--- src/logic/wbuf_pkg.sv ---
// Write buffer shared definitions
package wbuf_pkg;

    // Fixed widths
    localparam int unsigned PA_WIDTH      = 32;
    localparam int unsigned WORD_WIDTH    = 64;
    localparam int unsigned TIMECNT_WIDTH = 3;

    // Upper bound on slot counts, set by the 8-bit data pointer
    localparam int unsigned MAX_ENTRIES = 256;

    typedef logic [PA_WIDTH-1:0]        wbuf_addr_t;
    typedef logic [WORD_WIDTH-1:0]      wbuf_word_t;
    typedef logic [WORD_WIDTH/8-1:0]    wbuf_be_t;
    typedef logic [TIMECNT_WIDTH-1:0]   wbuf_timecnt_t;
    typedef logic [MAX_ENTRIES-1:0]     wbuf_mask_t;

    typedef enum logic [1:0] {
        FREE   = 2'b00,
        OPEN   = 2'b01,
        CLOSED = 2'b10,
        SENT   = 2'b11
    } wbuf_state_e;

    // Directory command to the data store
    typedef struct packed {
        logic       alloc;
        logic       merge;
        logic [7:0] ptr;
    } wbuf_data_wr_t;

    // Round-robin search for the next candidate after curr
    // Returns curr when no other candidate exists
    function automatic int unsigned wbuf_find_next(
        input wbuf_mask_t  cand,
        input int unsigned curr,
        input int unsigned n
    );
        int unsigned idx;
        int unsigned result;
        logic        found;
        result = curr;
        found  = 1'b0;
        for (int unsigned i = 1; i <= n; i++) begin
            idx = (curr + i) % n;
            if (!found && cand[idx]) begin
                result = idx;
                found  = 1'b1;
            end
        end
        return result;
    endfunction

endpackage

--- src/logic/wbuf_fifo.sv ---
// Registered send FIFO
`timescale 1ns/1ps

module wbuf_fifo #(
    parameter int unsigned DEPTH = 4,
    parameter type payload_t = logic
) (
    input  logic     clk_i,
    input  logic     rst_ni,
    input  logic     w_i,
    output logic     wok_o,
    input  payload_t wdata_i,
    input  logic     r_i,
    output logic     rok_o,
    output payload_t rdata_o
);
    localparam int unsigned PTR_WIDTH = (DEPTH > 1) ? $clog2(DEPTH) : 1;
    localparam int unsigned CNT_WIDTH = $clog2(DEPTH + 1);

    payload_t             mem_q [DEPTH];
    logic [PTR_WIDTH-1:0] wptr_q;
    logic [PTR_WIDTH-1:0] rptr_q;
    logic [CNT_WIDTH-1:0] count_q;
    logic                 do_w;
    logic                 do_r;

    assign wok_o   = (count_q != CNT_WIDTH'(DEPTH));
    assign rok_o   = (count_q != '0);
    assign do_w    = w_i & wok_o;
    assign do_r    = r_i & rok_o;
    assign rdata_o = mem_q[rptr_q];

    always_ff @(posedge clk_i) begin
        if (do_w) begin
            mem_q[wptr_q] <= wdata_i;
        end
    end

    always_ff @(posedge clk_i or negedge rst_ni) begin
        if (!rst_ni) begin
            wptr_q  <= '0;
            rptr_q  <= '0;
            count_q <= '0;
        end else begin
            if (do_w) begin
                wptr_q <= (wptr_q == PTR_WIDTH'(DEPTH - 1)) ? '0 : wptr_q + 1'b1;
            end
            if (do_r) begin
                rptr_q <= (rptr_q == PTR_WIDTH'(DEPTH - 1)) ? '0 : rptr_q + 1'b1;
            end
            case ({do_w, do_r})
                2'b10:   count_q <= count_q + 1'b1;
                2'b01:   count_q <= count_q - 1'b1;
                default: count_q <= count_q;
            endcase
        end
    end

    // The writer must see wok_o before pushing
    no_overflow: assert property (@(posedge clk_i) disable iff (!rst_ni)
        w_i |-> wok_o);

endmodule

--- src/logic/wbuf_directory.sv ---
// Write buffer directory
`timescale 1ns/1ps

module wbuf_directory #(
    parameter int unsigned DIR_ENTRIES      = 4,
    parameter int unsigned DATA_ENTRIES     = 4,
    parameter int unsigned WORDS            = 4,
    parameter int unsigned READ_MATCH_WIDTH = 26,
    localparam int unsigned OFFSET_WIDTH    = $clog2(wbuf_pkg::WORD_WIDTH * WORDS / 8),
    localparam int unsigned TAG_WIDTH       = wbuf_pkg::PA_WIDTH - OFFSET_WIDTH,
    localparam int unsigned DIR_PTR_WIDTH   = $clog2(DIR_ENTRIES),
    localparam int unsigned DATA_PTR_WIDTH  = $clog2(DATA_ENTRIES)
) (
    input  logic                       clk_i,
    input  logic                       rst_ni,
    input  logic                       close_all_i,
    input  wbuf_pkg::wbuf_timecnt_t    cfg_threshold_i,
    input  logic                       write_i,
    output logic                       write_ready_o,
    input  wbuf_pkg::wbuf_addr_t       write_addr_i,
    input  wbuf_pkg::wbuf_addr_t       read_addr_i,
    input  logic                       read_close_hit_i,
    output logic                       read_hit_o,
    input  logic                       data_free_i,
    input  logic [DATA_PTR_WIDTH-1:0]  data_free_ptr_i,
    output wbuf_pkg::wbuf_data_wr_t    data_wr_o,
    input  logic                       meta_wok_i,
    input  logic                       data_wok_i,
    output logic                       push_o,
    output logic [DIR_PTR_WIDTH-1:0]   push_id_o,
    output logic [TAG_WIDTH-1:0]       push_tag_o,
    output logic [DATA_PTR_WIDTH-1:0]  push_ptr_o,
    input  logic                       ack_i,
    input  logic [DIR_PTR_WIDTH-1:0]   ack_id_i,
    output logic                       empty_o,
    output logic                       full_o
);
    typedef logic [DIR_PTR_WIDTH-1:0] dir_ptr_t;
    typedef logic [TAG_WIDTH-1:0]     tag_t;

    typedef struct packed {
        logic [DATA_PTR_WIDTH-1:0] ptr;
        wbuf_pkg::wbuf_timecnt_t   cnt;
        tag_t                      tag;
    } dir_entry_t;

    wbuf_pkg::wbuf_state_e [DIR_ENTRIES-1:0] state_q, state_d;
    dir_entry_t [DIR_ENTRIES-1:0]            dir_q, dir_d;
    dir_ptr_t                                free_ptr_q, free_ptr_d;
    dir_ptr_t                                send_ptr_q, send_ptr_d;
    dir_ptr_t                                hit_ptr;
    tag_t                                    write_tag;
    logic                                    hit;
    logic                                    new_ok;
    logic                                    alloc;
    logic [DIR_ENTRIES-1:0]                  read_match;
    wbuf_pkg::wbuf_mask_t                    free_mask;
    wbuf_pkg::wbuf_mask_t                    closed_mask;

    assign write_tag = write_addr_i[wbuf_pkg::PA_WIDTH-1:OFFSET_WIDTH];

    // Tag lookup, read match and state masks
    always_comb begin
        hit         = 1'b0;
        hit_ptr     = '0;
        free_mask   = '0;
        closed_mask = '0;
        for (int unsigned i = 0; i < DIR_ENTRIES; i++) begin
            if ((state_q[i] == wbuf_pkg::OPEN || state_q[i] == wbuf_pkg::CLOSED) &&
                dir_q[i].tag == write_tag) begin
                hit     = 1'b1;
                hit_ptr = dir_ptr_t'(i);
            end
            read_match[i] = (state_q[i] != wbuf_pkg::FREE) &&
                (dir_q[i].tag[TAG_WIDTH-1 -: READ_MATCH_WIDTH] ==
                 read_addr_i[wbuf_pkg::PA_WIDTH-1 -: READ_MATCH_WIDTH]);
            free_mask[i]   = (state_q[i] == wbuf_pkg::FREE);
            closed_mask[i] = (state_q[i] == wbuf_pkg::CLOSED);
        end
    end

    assign read_hit_o = |read_match;
    assign empty_o    = &free_mask[DIR_ENTRIES-1:0];
    assign full_o     = ~|free_mask[DIR_ENTRIES-1:0];

    // New lines need a free slot in both directory and data store
    assign new_ok        = (state_q[free_ptr_q] == wbuf_pkg::FREE) & data_free_i & ~hit;
    assign write_ready_o = new_ok | hit;
    assign alloc         = write_i & new_ok;

    always_comb begin
        data_wr_o.alloc = alloc;
        data_wr_o.merge = write_i & hit;
        data_wr_o.ptr   = '0;
        data_wr_o.ptr[DATA_PTR_WIDTH-1:0] = alloc ? data_free_ptr_i : dir_q[hit_ptr].ptr;
    end

    assign push_o     = (state_q[send_ptr_q] == wbuf_pkg::CLOSED) & meta_wok_i & data_wok_i;
    assign push_id_o  = send_ptr_q;
    assign push_tag_o = dir_q[send_ptr_q].tag;
    assign push_ptr_o = dir_q[send_ptr_q].ptr;

    // Slot FSMs
    always_comb begin
        state_d = state_q;
        dir_d   = dir_q;
        for (int unsigned i = 0; i < DIR_ENTRIES; i++) begin
            case (state_q[i])
                wbuf_pkg::FREE: begin
                    if (alloc && i == int'(free_ptr_q)) begin
                        state_d[i] = (cfg_threshold_i == '0 || close_all_i) ?
                            wbuf_pkg::CLOSED : wbuf_pkg::OPEN;
                        dir_d[i].tag = write_tag;
                        dir_d[i].cnt = '0;
                        dir_d[i].ptr = data_free_ptr_i;
                    end
                end
                wbuf_pkg::OPEN: begin
                    if (close_all_i || (read_close_hit_i && read_match[i]) ||
                        dir_q[i].cnt == cfg_threshold_i - 1'b1) begin
                        state_d[i] = wbuf_pkg::CLOSED;
                    end else begin
                        dir_d[i].cnt = dir_q[i].cnt + 1'b1;
                    end
                end
                wbuf_pkg::CLOSED: begin
                    if (push_o && i == int'(send_ptr_q)) begin
                        state_d[i] = wbuf_pkg::SENT;
                    end
                end
                default: begin
                    if (ack_i && i == int'(ack_id_i)) begin
                        state_d[i] = wbuf_pkg::FREE;
                    end
                end
            endcase
        end
    end

    // Free pointer jumps to a released slot, send pointer waits on its push
    always_comb begin
        free_ptr_d = free_ptr_q;
        if (ack_i) begin
            free_ptr_d = ack_id_i;
        end else if (alloc) begin
            free_ptr_d = dir_ptr_t'(wbuf_pkg::wbuf_find_next(free_mask, free_ptr_q, DIR_ENTRIES));
        end
        send_ptr_d = dir_ptr_t'(wbuf_pkg::wbuf_find_next(closed_mask, send_ptr_q, DIR_ENTRIES));
        if (state_q[send_ptr_q] == wbuf_pkg::CLOSED && !push_o) begin
            send_ptr_d = send_ptr_q;
        end
    end

    always_ff @(posedge clk_i) begin
        dir_q <= dir_d;
    end

    always_ff @(posedge clk_i or negedge rst_ni) begin
        if (!rst_ni) begin
            state_q    <= {DIR_ENTRIES{wbuf_pkg::FREE}};
            free_ptr_q <= '0;
            send_ptr_q <= '0;
        end else begin
            state_q    <= state_d;
            free_ptr_q <= free_ptr_d;
            send_ptr_q <= send_ptr_d;
        end
    end

    // Memory acknowledges only lines it was sent
    ack_of_sent: assert property (@(posedge clk_i) disable iff (!rst_ni)
        ack_i |-> state_q[ack_id_i] == wbuf_pkg::SENT);

endmodule

--- src/logic/wbuf_data_store.sv ---
// Write buffer line data store
`timescale 1ns/1ps

module wbuf_data_store #(
    parameter int unsigned DATA_ENTRIES = 4,
    parameter int unsigned WORDS        = 4,
    localparam int unsigned PTR_WIDTH   = $clog2(DATA_ENTRIES)
) (
    input  logic                              clk_i,
    input  logic                              rst_ni,
    input  wbuf_pkg::wbuf_data_wr_t           data_wr_i,
    input  wbuf_pkg::wbuf_addr_t              write_addr_i,
    input  wbuf_pkg::wbuf_word_t              write_data_i,
    input  wbuf_pkg::wbuf_be_t                write_be_i,
    input  logic [PTR_WIDTH-1:0]              rd_ptr_i,
    input  logic                              release_i,
    output logic                              data_free_o,
    output logic [PTR_WIDTH-1:0]              data_free_ptr_o,
    output wbuf_pkg::wbuf_word_t [WORDS-1:0]  line_data_o,
    output wbuf_pkg::wbuf_be_t [WORDS-1:0]    line_be_o
);
    localparam int unsigned BYTES       = wbuf_pkg::WORD_WIDTH / 8;
    localparam int unsigned WORD_OFFSET = $clog2(BYTES);

    typedef struct packed {
        wbuf_pkg::wbuf_word_t [WORDS-1:0] data;
        wbuf_pkg::wbuf_be_t [WORDS-1:0]   be;
    } line_t;

    line_t                  line_q [DATA_ENTRIES];
    line_t                  old_line;
    line_t                  new_line;
    logic [DATA_ENTRIES-1:0] valid_q, valid_d;
    logic [PTR_WIDTH-1:0]   free_ptr_q, free_ptr_d;
    logic [PTR_WIDTH-1:0]   wr_ptr;
    int unsigned            word_sel;
    wbuf_pkg::wbuf_mask_t   free_mask;

    assign wr_ptr   = data_wr_i.ptr[PTR_WIDTH-1:0];
    assign word_sel = int'(write_addr_i >> WORD_OFFSET) % WORDS;

    // Byte merge into the selected word, a fresh line starts from zero
    always_comb begin
        old_line = data_wr_i.alloc ? '0 : line_q[wr_ptr];
        new_line = old_line;
        for (int unsigned w = 0; w < WORDS; w++) begin
            if (w == word_sel) begin
                for (int unsigned b = 0; b < BYTES; b++) begin
                    if (write_be_i[b]) begin
                        new_line.data[w][b*8 +: 8] = write_data_i[b*8 +: 8];
                    end
                end
                new_line.be[w] = old_line.be[w] | write_be_i;
            end
        end
    end

    always_ff @(posedge clk_i) begin
        if (data_wr_i.alloc || data_wr_i.merge) begin
            line_q[wr_ptr] <= new_line;
        end
    end

    always_comb begin
        free_mask = '0;
        free_mask[DATA_ENTRIES-1:0] = ~valid_q;
        valid_d    = valid_q;
        free_ptr_d = free_ptr_q;
        if (data_wr_i.alloc) begin
            valid_d[wr_ptr] = 1'b1;
            free_ptr_d = PTR_WIDTH'(wbuf_pkg::wbuf_find_next(free_mask, free_ptr_q,
                                                             DATA_ENTRIES));
        end
        if (release_i) begin
            valid_d[rd_ptr_i] = 1'b0;
            free_ptr_d = rd_ptr_i;
        end
    end

    always_ff @(posedge clk_i or negedge rst_ni) begin
        if (!rst_ni) begin
            valid_q    <= '0;
            free_ptr_q <= '0;
        end else begin
            valid_q    <= valid_d;
            free_ptr_q <= free_ptr_d;
        end
    end

    assign data_free_o     = ~valid_q[free_ptr_q];
    assign data_free_ptr_o = free_ptr_q;
    assign line_data_o     = line_q[rd_ptr_i].data;
    assign line_be_o       = line_q[rd_ptr_i].be;

    // The directory allocates only slots offered as free
    alloc_into_free: assert property (@(posedge clk_i) disable iff (!rst_ni)
        data_wr_i.alloc |-> !valid_q[wr_ptr]);
    // Data FIFO head must point at a held line
    release_of_valid: assert property (@(posedge clk_i) disable iff (!rst_ni)
        release_i |-> valid_q[rd_ptr_i]);

endmodule

--- src/logic/wbuf_top.sv ---
// Write buffer top level
`timescale 1ns/1ps

module wbuf_top #(
    parameter int unsigned DIR_ENTRIES      = 4,
    parameter int unsigned DATA_ENTRIES     = 4,
    parameter int unsigned WORDS            = 4,
    parameter int unsigned READ_MATCH_WIDTH = 26,
    localparam int unsigned OFFSET_WIDTH    = $clog2(wbuf_pkg::WORD_WIDTH * WORDS / 8),
    localparam int unsigned TAG_WIDTH       = wbuf_pkg::PA_WIDTH - OFFSET_WIDTH,
    localparam int unsigned DIR_PTR_WIDTH   = $clog2(DIR_ENTRIES),
    localparam int unsigned DATA_PTR_WIDTH  = $clog2(DATA_ENTRIES)
) (
    input  logic                              clk_i,
    input  logic                              rst_ni,
    output logic                              empty_o,
    output logic                              full_o,
    input  logic                              close_all_i,
    input  wbuf_pkg::wbuf_timecnt_t           cfg_threshold_i,
    input  logic                              write_i,
    output logic                              write_ready_o,
    input  wbuf_pkg::wbuf_addr_t              write_addr_i,
    input  wbuf_pkg::wbuf_word_t              write_data_i,
    input  wbuf_pkg::wbuf_be_t                write_be_i,
    input  wbuf_pkg::wbuf_addr_t              read_addr_i,
    output logic                              read_hit_o,
    input  logic                              read_close_hit_i,
    input  logic                              send_meta_ready_i,
    output logic                              send_meta_valid_o,
    output wbuf_pkg::wbuf_addr_t              send_addr_o,
    output logic [DIR_PTR_WIDTH-1:0]          send_id_o,
    input  logic                              send_data_ready_i,
    output logic                              send_data_valid_o,
    output wbuf_pkg::wbuf_addr_t              send_data_tag_o,
    output wbuf_pkg::wbuf_word_t [WORDS-1:0]  send_data_o,
    output wbuf_pkg::wbuf_be_t [WORDS-1:0]    send_be_o,
    input  logic                              ack_i,
    input  logic [DIR_PTR_WIDTH-1:0]          ack_id_i
);
    typedef struct packed {
        logic [TAG_WIDTH-1:0]     tag;
        logic [DIR_PTR_WIDTH-1:0] id;
    } send_meta_t;

    typedef struct packed {
        logic [DATA_PTR_WIDTH-1:0] ptr;
        logic [TAG_WIDTH-1:0]      tag;
    } send_data_t;

    wbuf_pkg::wbuf_data_wr_t   data_wr;
    logic                      data_free;
    logic [DATA_PTR_WIDTH-1:0] data_free_ptr;
    logic                      push;
    logic [DIR_PTR_WIDTH-1:0]  push_id;
    logic [TAG_WIDTH-1:0]      push_tag;
    logic [DATA_PTR_WIDTH-1:0] push_ptr;
    logic                      meta_wok;
    logic                      data_wok;
    logic                      data_release;
    send_meta_t                meta_head;
    send_data_t                data_head;

    wbuf_directory #(
        .DIR_ENTRIES      (DIR_ENTRIES),
        .DATA_ENTRIES     (DATA_ENTRIES),
        .WORDS            (WORDS),
        .READ_MATCH_WIDTH (READ_MATCH_WIDTH)
    ) u_directory (
        .clk_i, .rst_ni, .close_all_i, .cfg_threshold_i,
        .write_i, .write_ready_o, .write_addr_i,
        .read_addr_i, .read_close_hit_i, .read_hit_o,
        .data_free_i     (data_free),
        .data_free_ptr_i (data_free_ptr),
        .data_wr_o       (data_wr),
        .meta_wok_i      (meta_wok),
        .data_wok_i      (data_wok),
        .push_o          (push),
        .push_id_o       (push_id),
        .push_tag_o      (push_tag),
        .push_ptr_o      (push_ptr),
        .ack_i, .ack_id_i, .empty_o, .full_o
    );

    wbuf_data_store #(
        .DATA_ENTRIES (DATA_ENTRIES),
        .WORDS        (WORDS)
    ) u_data_store (
        .clk_i, .rst_ni,
        .data_wr_i       (data_wr),
        .write_addr_i, .write_data_i, .write_be_i,
        .rd_ptr_i        (data_head.ptr),
        .release_i       (data_release),
        .data_free_o     (data_free),
        .data_free_ptr_o (data_free_ptr),
        .line_data_o     (send_data_o),
        .line_be_o       (send_be_o)
    );

    wbuf_fifo #(
        .DEPTH     (DATA_ENTRIES),
        .payload_t (send_meta_t)
    ) u_meta_fifo (
        .clk_i, .rst_ni,
        .w_i     (push),
        .wok_o   (meta_wok),
        .wdata_i ('{tag: push_tag, id: push_id}),
        .r_i     (send_meta_ready_i),
        .rok_o   (send_meta_valid_o),
        .rdata_o (meta_head)
    );

    wbuf_fifo #(
        .DEPTH     (DATA_ENTRIES),
        .payload_t (send_data_t)
    ) u_data_fifo (
        .clk_i, .rst_ni,
        .w_i     (push),
        .wok_o   (data_wok),
        .wdata_i ('{ptr: push_ptr, tag: push_tag}),
        .r_i     (send_data_ready_i),
        .rok_o   (send_data_valid_o),
        .rdata_o (data_head)
    );

    // Data slot is released on the data-channel transfer
    assign data_release    = send_data_valid_o & send_data_ready_i;
    assign send_addr_o     = {meta_head.tag, {OFFSET_WIDTH{1'b0}}};
    assign send_id_o       = meta_head.id;
    assign send_data_tag_o = {data_head.tag, {OFFSET_WIDTH{1'b0}}};

endmodule

--- config.mk ---
export PLATFORM = sky130hd
export DESIGN_NAME = wbuf_top
export DESIGN_NICKNAME = d
export VERILOG_FILES = /design/src/logic/wbuf_pkg.sv /design/src/logic/wbuf_fifo.sv /design/src/logic/wbuf_directory.sv /design/src/logic/wbuf_data_store.sv /design/src/logic/wbuf_top.sv
export SDC_FILE = /design/constraint.sdc
export NUM_CORES = 2
export LEC_CHECK = 0
export BUFFER_PORTS_ARGS = -buffer_cell sky130_fd_sc_hd__buf_2
export CORE_MARGIN = 2
export CORE_UTILIZATION = 55
export CTS_CLUSTER_DIAMETER = 50
export CTS_CLUSTER_SIZE = 12
export DETAILED_ROUTE_END_ITERATION = 10
export PLACE_DENSITY = 0.77
export SLEW_MARGIN = 20
export SYNTH_ARGS = -nofsm -noshare
export SYNTH_HDL_FRONTEND = slang
export SYNTH_SLANG_ARGS = --single-unit
--- constraint.sdc ---
create_clock -name clk_i -period 34.4 [get_ports clk_i]
set_input_delay 1.72 -clock clk_i [delete_from_list [all_inputs] [get_ports clk_i]]
set_output_delay 1.72 -clock clk_i [all_outputs]
set_load 0.1 [all_outputs]
Word-level counts from Yosys, hierarchy flattened
Memory sizes are Yosys's and may differ from the RTL's.
Cells that the tools add are included.

word-level totals
  output and inout bits = 360
  logic and storage cells = 433
  memory bits (writable) = 1384
  input bits = 149
  register bits after elaboration = 160
  memories kept = 3

memory list
  name                 depth  width  read ports  clocked after memory_dff  wr ports  line                   text
  u_data_store.line_q  4      288    2           0                         1         wbuf_data_store.sv:30  line_t line_q [DATA_ENTRIES];
  u_data_fifo.mem_q    4      29     1           0                         1         wbuf_fifo.sv:20        payload_t mem_q [DEPTH];
  u_meta_fifo.mem_q    4      29     1           0                         1         wbuf_fifo.sv:20

operators by class
  mux-type cells = 168
  equal/unequal tests = 59
  bitwise operators = 22
  add/sub/neg operators = 25
  reduce and logical (&&, ||, !) cells = 110
  magnitude comparators = 20

operator list
  cell                   count
  $mux W288              1
  $mux W8                36
  $mux W64               4
  $bmux W32 S2           2
  $mux W30               4
  $eq A27 B27 Y1         4
  $lt A2 B9 Y1 const B   12
  $eq A26 B26 Y1         4
  $mux W2                42
  $mux W32               2
  $mux W1                44
  $logic_and A1 B1 Y1    36
  $pmux W3 S2            6
  $logic_not A32 Y1      1
  $ne A2 B2 Y1 const B   16
  $or A8 B8 Y8           4
  $bmux W1 S2            13
  $pmux W2 S3            4
  $reduce_bool A2 Y1     12
  $eq A2 B2 Y1 const B   11
  $add A2 B1 Y2 const B  10
  $reduce_and A4 Y1      5
  $reduce_bool A4 Y1     5
  $add A3 B1 Y3 const B  6
  28 further kinds       120

Depth between registers and ports, before layout
  depth in word-level cells = 27
  depth in mapped cells = 14
  depth with buffers taken out = 11

Cells and area by module
A second synthesis with hierarchy kept.

second synthesis, totals
  cell total of the unflattened synthesis = 3422
  area, all modules = 70121.0 um2

modules (own cells, without submodules)
  module                   seq. area each (um2)  area each (um2)  instances  cells each
  wbuf_data_store          34743.3               51837.2          1          2311
  wbuf_directory           4144.0                8942.3           1          717
  wbuf_fifo (u_data_fifo)  3658.5                4630.7           1          191
  wbuf_fifo (u_meta_fifo)  3658.5                4625.7           1          191
  wbuf_top                 0.0                   85.1             1          12

Worst setup path after synthesis
OpenSTA, ideal clock, no wires.

  path type = in2reg
  from = input port write_addr_i[9]
  to = memory u_data_store.line_q[1][0] (netlist name), enable pin
  library setup time = 1.741 ns
  required time = 32.659 ns
  stages = 11
  buffers on the path = 4
  setup slack = -0.089 ns
  arrival time = 32.748 ns
  path through = buf_2 xnor2_1 nand4_1 nor4_2 a21boi_0 o31ai_1 buf_4 a31oi_1 buf_4 buf_2 nor4b_1

between the ends
  cells in the longest elaborated chain, start to end = 12
  elaborated cells between the ends (all ways) = 25
  those cells by class = eq/ne (4); mux (12); bitwise (4); reduce/logical (5)

RTL lines
  element                        line                   text
  from (decl)                    wbuf_top.sv:22         input wbuf_pkg::wbuf_addr_t write_addr_i,
  $eq A27 B27 Y1                 wbuf_directory.sv:70   dir_q[i].tag == write_tag) begin
  $logic_and A1 B1 Y1            wbuf_directory.sv:69   if ((state_q[i] == wbuf_pkg::OPEN || state_q[i] == wbuf_pkg::CLOSED) &&
  $mux W1 (4 in a row)           wbuf_directory.sv:69
  $not A1 Y1                     wbuf_directory.sv:87   assign new_ok = (state_q[free_ptr_q] == wbuf_pkg::FREE) & data_free_i & ~hit;
  $and A1 B1 Y1                  wbuf_directory.sv:87
  $and A1 B1 Y1                  wbuf_directory.sv:89   assign alloc = write_i & new_ok;
  $logic_or A1 B1 Y1             wbuf_data_store.sv:59  if (data_wr_i.alloc || data_wr_i.merge) begin
  $mux W1                        wbuf_data_store.sv:59
  $mux W1 (implied by the code)  wbuf_data_store.sv:60  line_q[wr_ptr] <= new_line;
  to (decl)                      wbuf_data_store.sv:30

Several ways; a longest one is shown, not always the timed one. The select of a mux whose other input is x is not followed.

==> results.cfg <==
[global_routing]
grt_max_degree = 262
grt_pass1_wl_mm = 319
grt_overflow = 0
grt.total_usage = 0.310
first_global_vias = 49180
antenna_found_initial = 16

[die]
die_y_um = 371
io_pins = 509
die_w_um = 371
initial_core_util = 0.555
die-area_um2 = 138000
fp-row-count = 134
core_um2 = 134000

[layout]
fin_nets = 5666
n_fill_cell = 9639
area_delta_synth_final_pct = 11.7
drive_above_1_share = 0.214

[critical_path]
cp_max_fo = 83
end_kind = output pin
ff2ff_setup_slack_ns = 27.38
cp.required_ns = 32.68
crit_type = flop to output pin
cp-start-kind = flop
cp.arrival_ns = 6.18

[outcome]
violations = slew limit
status = finished, violations left

[run]
drv_cap = 0

[sta]
hold_violations = 0
fin_crit_sh = 0.230
fin_crit_ns = 7.90
final_max_slew_viol_count = 105
relSlewSlack = -0.0560
tns_ns = 0
fmax_mhz = 127
rsz0062_at_grt = false
tightest_slew_ns = 1.58
finClkSkew_ns = 0.0603
setup_violations = 0

[cts]
insertion_delay_ns = 0.84
ctsHoldBuffers = 0
clock_sinks = 1544
clk_pin_slew_ns = 0.06
clock-root-buffer = clkbuf_16
tritoncts = yes
clock_path_buffers = 3
cts_setup_buffers = 0
cts-htree-levels = 4
cts_buffers = 165
cts_resized = 0

[drt]
ant_nets = 0
viasPerCell = 6.92
drt-total-wl_mm = 217
drc = 0
drtIter0Drc = 7109
drtPass1Iterations = 6
num_vias = 50796
wl_per_cell_um = 29.6

[synth]
synthesis.area_um2 = 74100
yosys.area.top_type_share = 0.613
post-synth-top-count-cell = edfxtp_1
synth_cells = 5203
synth_ff_type = edfxtp_1
yosysSeqAreaShare = 0.624
synth_edf_count = 1512
synth-seq-cells = 1544
synth_area_leaders = edfxtp_1 61%, mux4_2 12%, a21o_1 5.3%, o21ai_0 3.6%, nand3_1 3.5%
synth_cell_types = 61
synth_top_cell_by_area = edfxtp_1
synth_async_sr_flop_share = 0.0207
yosys-top-cells-count = 1,512 x edfxtp_1, 528 x o21ai_0, 522 x nand3_1
yosysWarnings = 0
postSynthAreaPerCell_um2 = 14.2

[hold_path]
hp-class = flop to flop

[placed_design]
io_buffers = 489
globalplace.congestion = 0.984
place_hpwl_mm = 128
-- worst paths after layout --
kind	start	to	depth (start not counted)
setup / recovery	u_data_fifo.rptr_q[0]	send_data_o[94]	7
hold / removal	u_meta_fifo.count_q[2]	u_meta_fifo.count_q[2]	1
setup reg to reg	u_directory.dir_q[111]	u_data_store.line_q[3][193]	12
hold reg to reg	u_meta_fifo.count_q[2]	u_meta_fifo.count_q[2]	1
max in group asynchronous	rst_ni	u_meta_fifo.rptr_q[0]	1
min in group asynchronous	rst_ni	u_meta_fifo.rptr_q[1]	1
-- routing by layer --
| metal | global-route usage | share of wire |
|---|---|---|
| met1 | 0.425 | 0.37 |
| met2 | 0.475 | 0.47 |
| met3 | 0.0751 | 0.11 |
| met4 | 0.138 | 0.050 |
| met5 | 0 | 0.00023 |
-- state kept, by name, summed over array words and instances (netlist names) --
signal                        count
u_data_fifo.rptr_q                2
u_data_store.data_free_ptr_o      2
u_data_fifo.mem_q               116
u_meta_fifo.mem_q               116
u_data_fifo.count_q               3
u_meta_fifo.count_q               3
u_meta_fifo.rptr_q                2
u_directory.state_q               8
u_directory.push_id_o             2
u_data_store.line_q            1152
u_directory.free_ptr_q            2
u_directory.dir_q               128
u_data_fifo.wptr_q                2
u_meta_fifo.wptr_q                2
u_data_store.valid_q              4
-- worst max-delay path: stages (launching register included) --
cell and delay [ns]:
dfrtp_2 0.69, buf_4 0.47, mux4_4 0.76, buf_4 0.75, buf_4 0.83, buf_12 0.60, mux4_2 0.65, buf_2 0.32
-- stage by stage --
| stage | instances | area [µm²] | util | hold WS (ns) | worst slack, ns |
|---|---|---|---|---|---|
| floorplan | 5212 | 74100 | - | 0.455 | 10.0 |
| global placement | 7072 | 77500 | 0.580 | 0.472 | 26.08 |
| detailed placement | 7072 | 77500 | 0.580 | 0.490 | 26.04 |
| CTS | 7324 | 82700 | 0.619 | 0.503 | 26.25 |
| global route | 7331 | 82800 | 0.619 | 0.512 | 25.99 |
| finish | 7337 | 82800 | 0.619 | 0.507 | 26.50 |
-- area by class of cell --
class / count / area [µm²] / share of cell area
clock inverters: 64 / 935 / 0.0113
inverters: 42 / 158 / 0.00190
clock buffers: 188 / 4220 / 0.0509
well taps: 1768 / 2210 / 0.0267
diodes: 11 / 27.5 / 0.000333
repair buffers: 555 / 3120 / 0.0377
flip-flops and latches: 1544 / 46200 / 0.558
multi-input cells: 3165 / 25900 / 0.313
-- cells by family after synthesis --
group	count (synthesis)	synth area share
DFF	1544	0.624
adders and majority gates	44	0.00763
muxes	454	0.126
and+or+nand+nor	1003	0.0649
AOI/OAI and AO/OA	1418	0.121
xor gates and xnor gates	236	0.0280
other	1	0.0000506
buffers and inverters	503	0.0291
-- cells in the final DEF (no fill, tap or decap), types with 13 or more instances in the layout --
cell,Yosys,final
xnor2_1,155,155
inv_1,42,42
xor2_1,80,80
edfxtp_1,1512,1512
nor3_1,17,16
nor2_1,290,288
nand3_1,522,522
a21o_1,519,519
a31oi_1,271,270
a21oi_1,29,29
mux4_2,380,378
o221ai_1,33,33
ha_1,42,42
o21ai_0,528,528
mux2i_1,69,69
nand2_1,49,47
clkbuf_1,329,23
nor4_1,28,28
clkbuf_16,0,165
buf_4,15,52
clkinv_16,0,13
dfrtp_1,32,28
nand4_1,43,43
buf_2,40,489
Power is left out: the tool's default activity adds up to more than one toggle a clock period on the data nets, which glitch-free logic cannot reach.
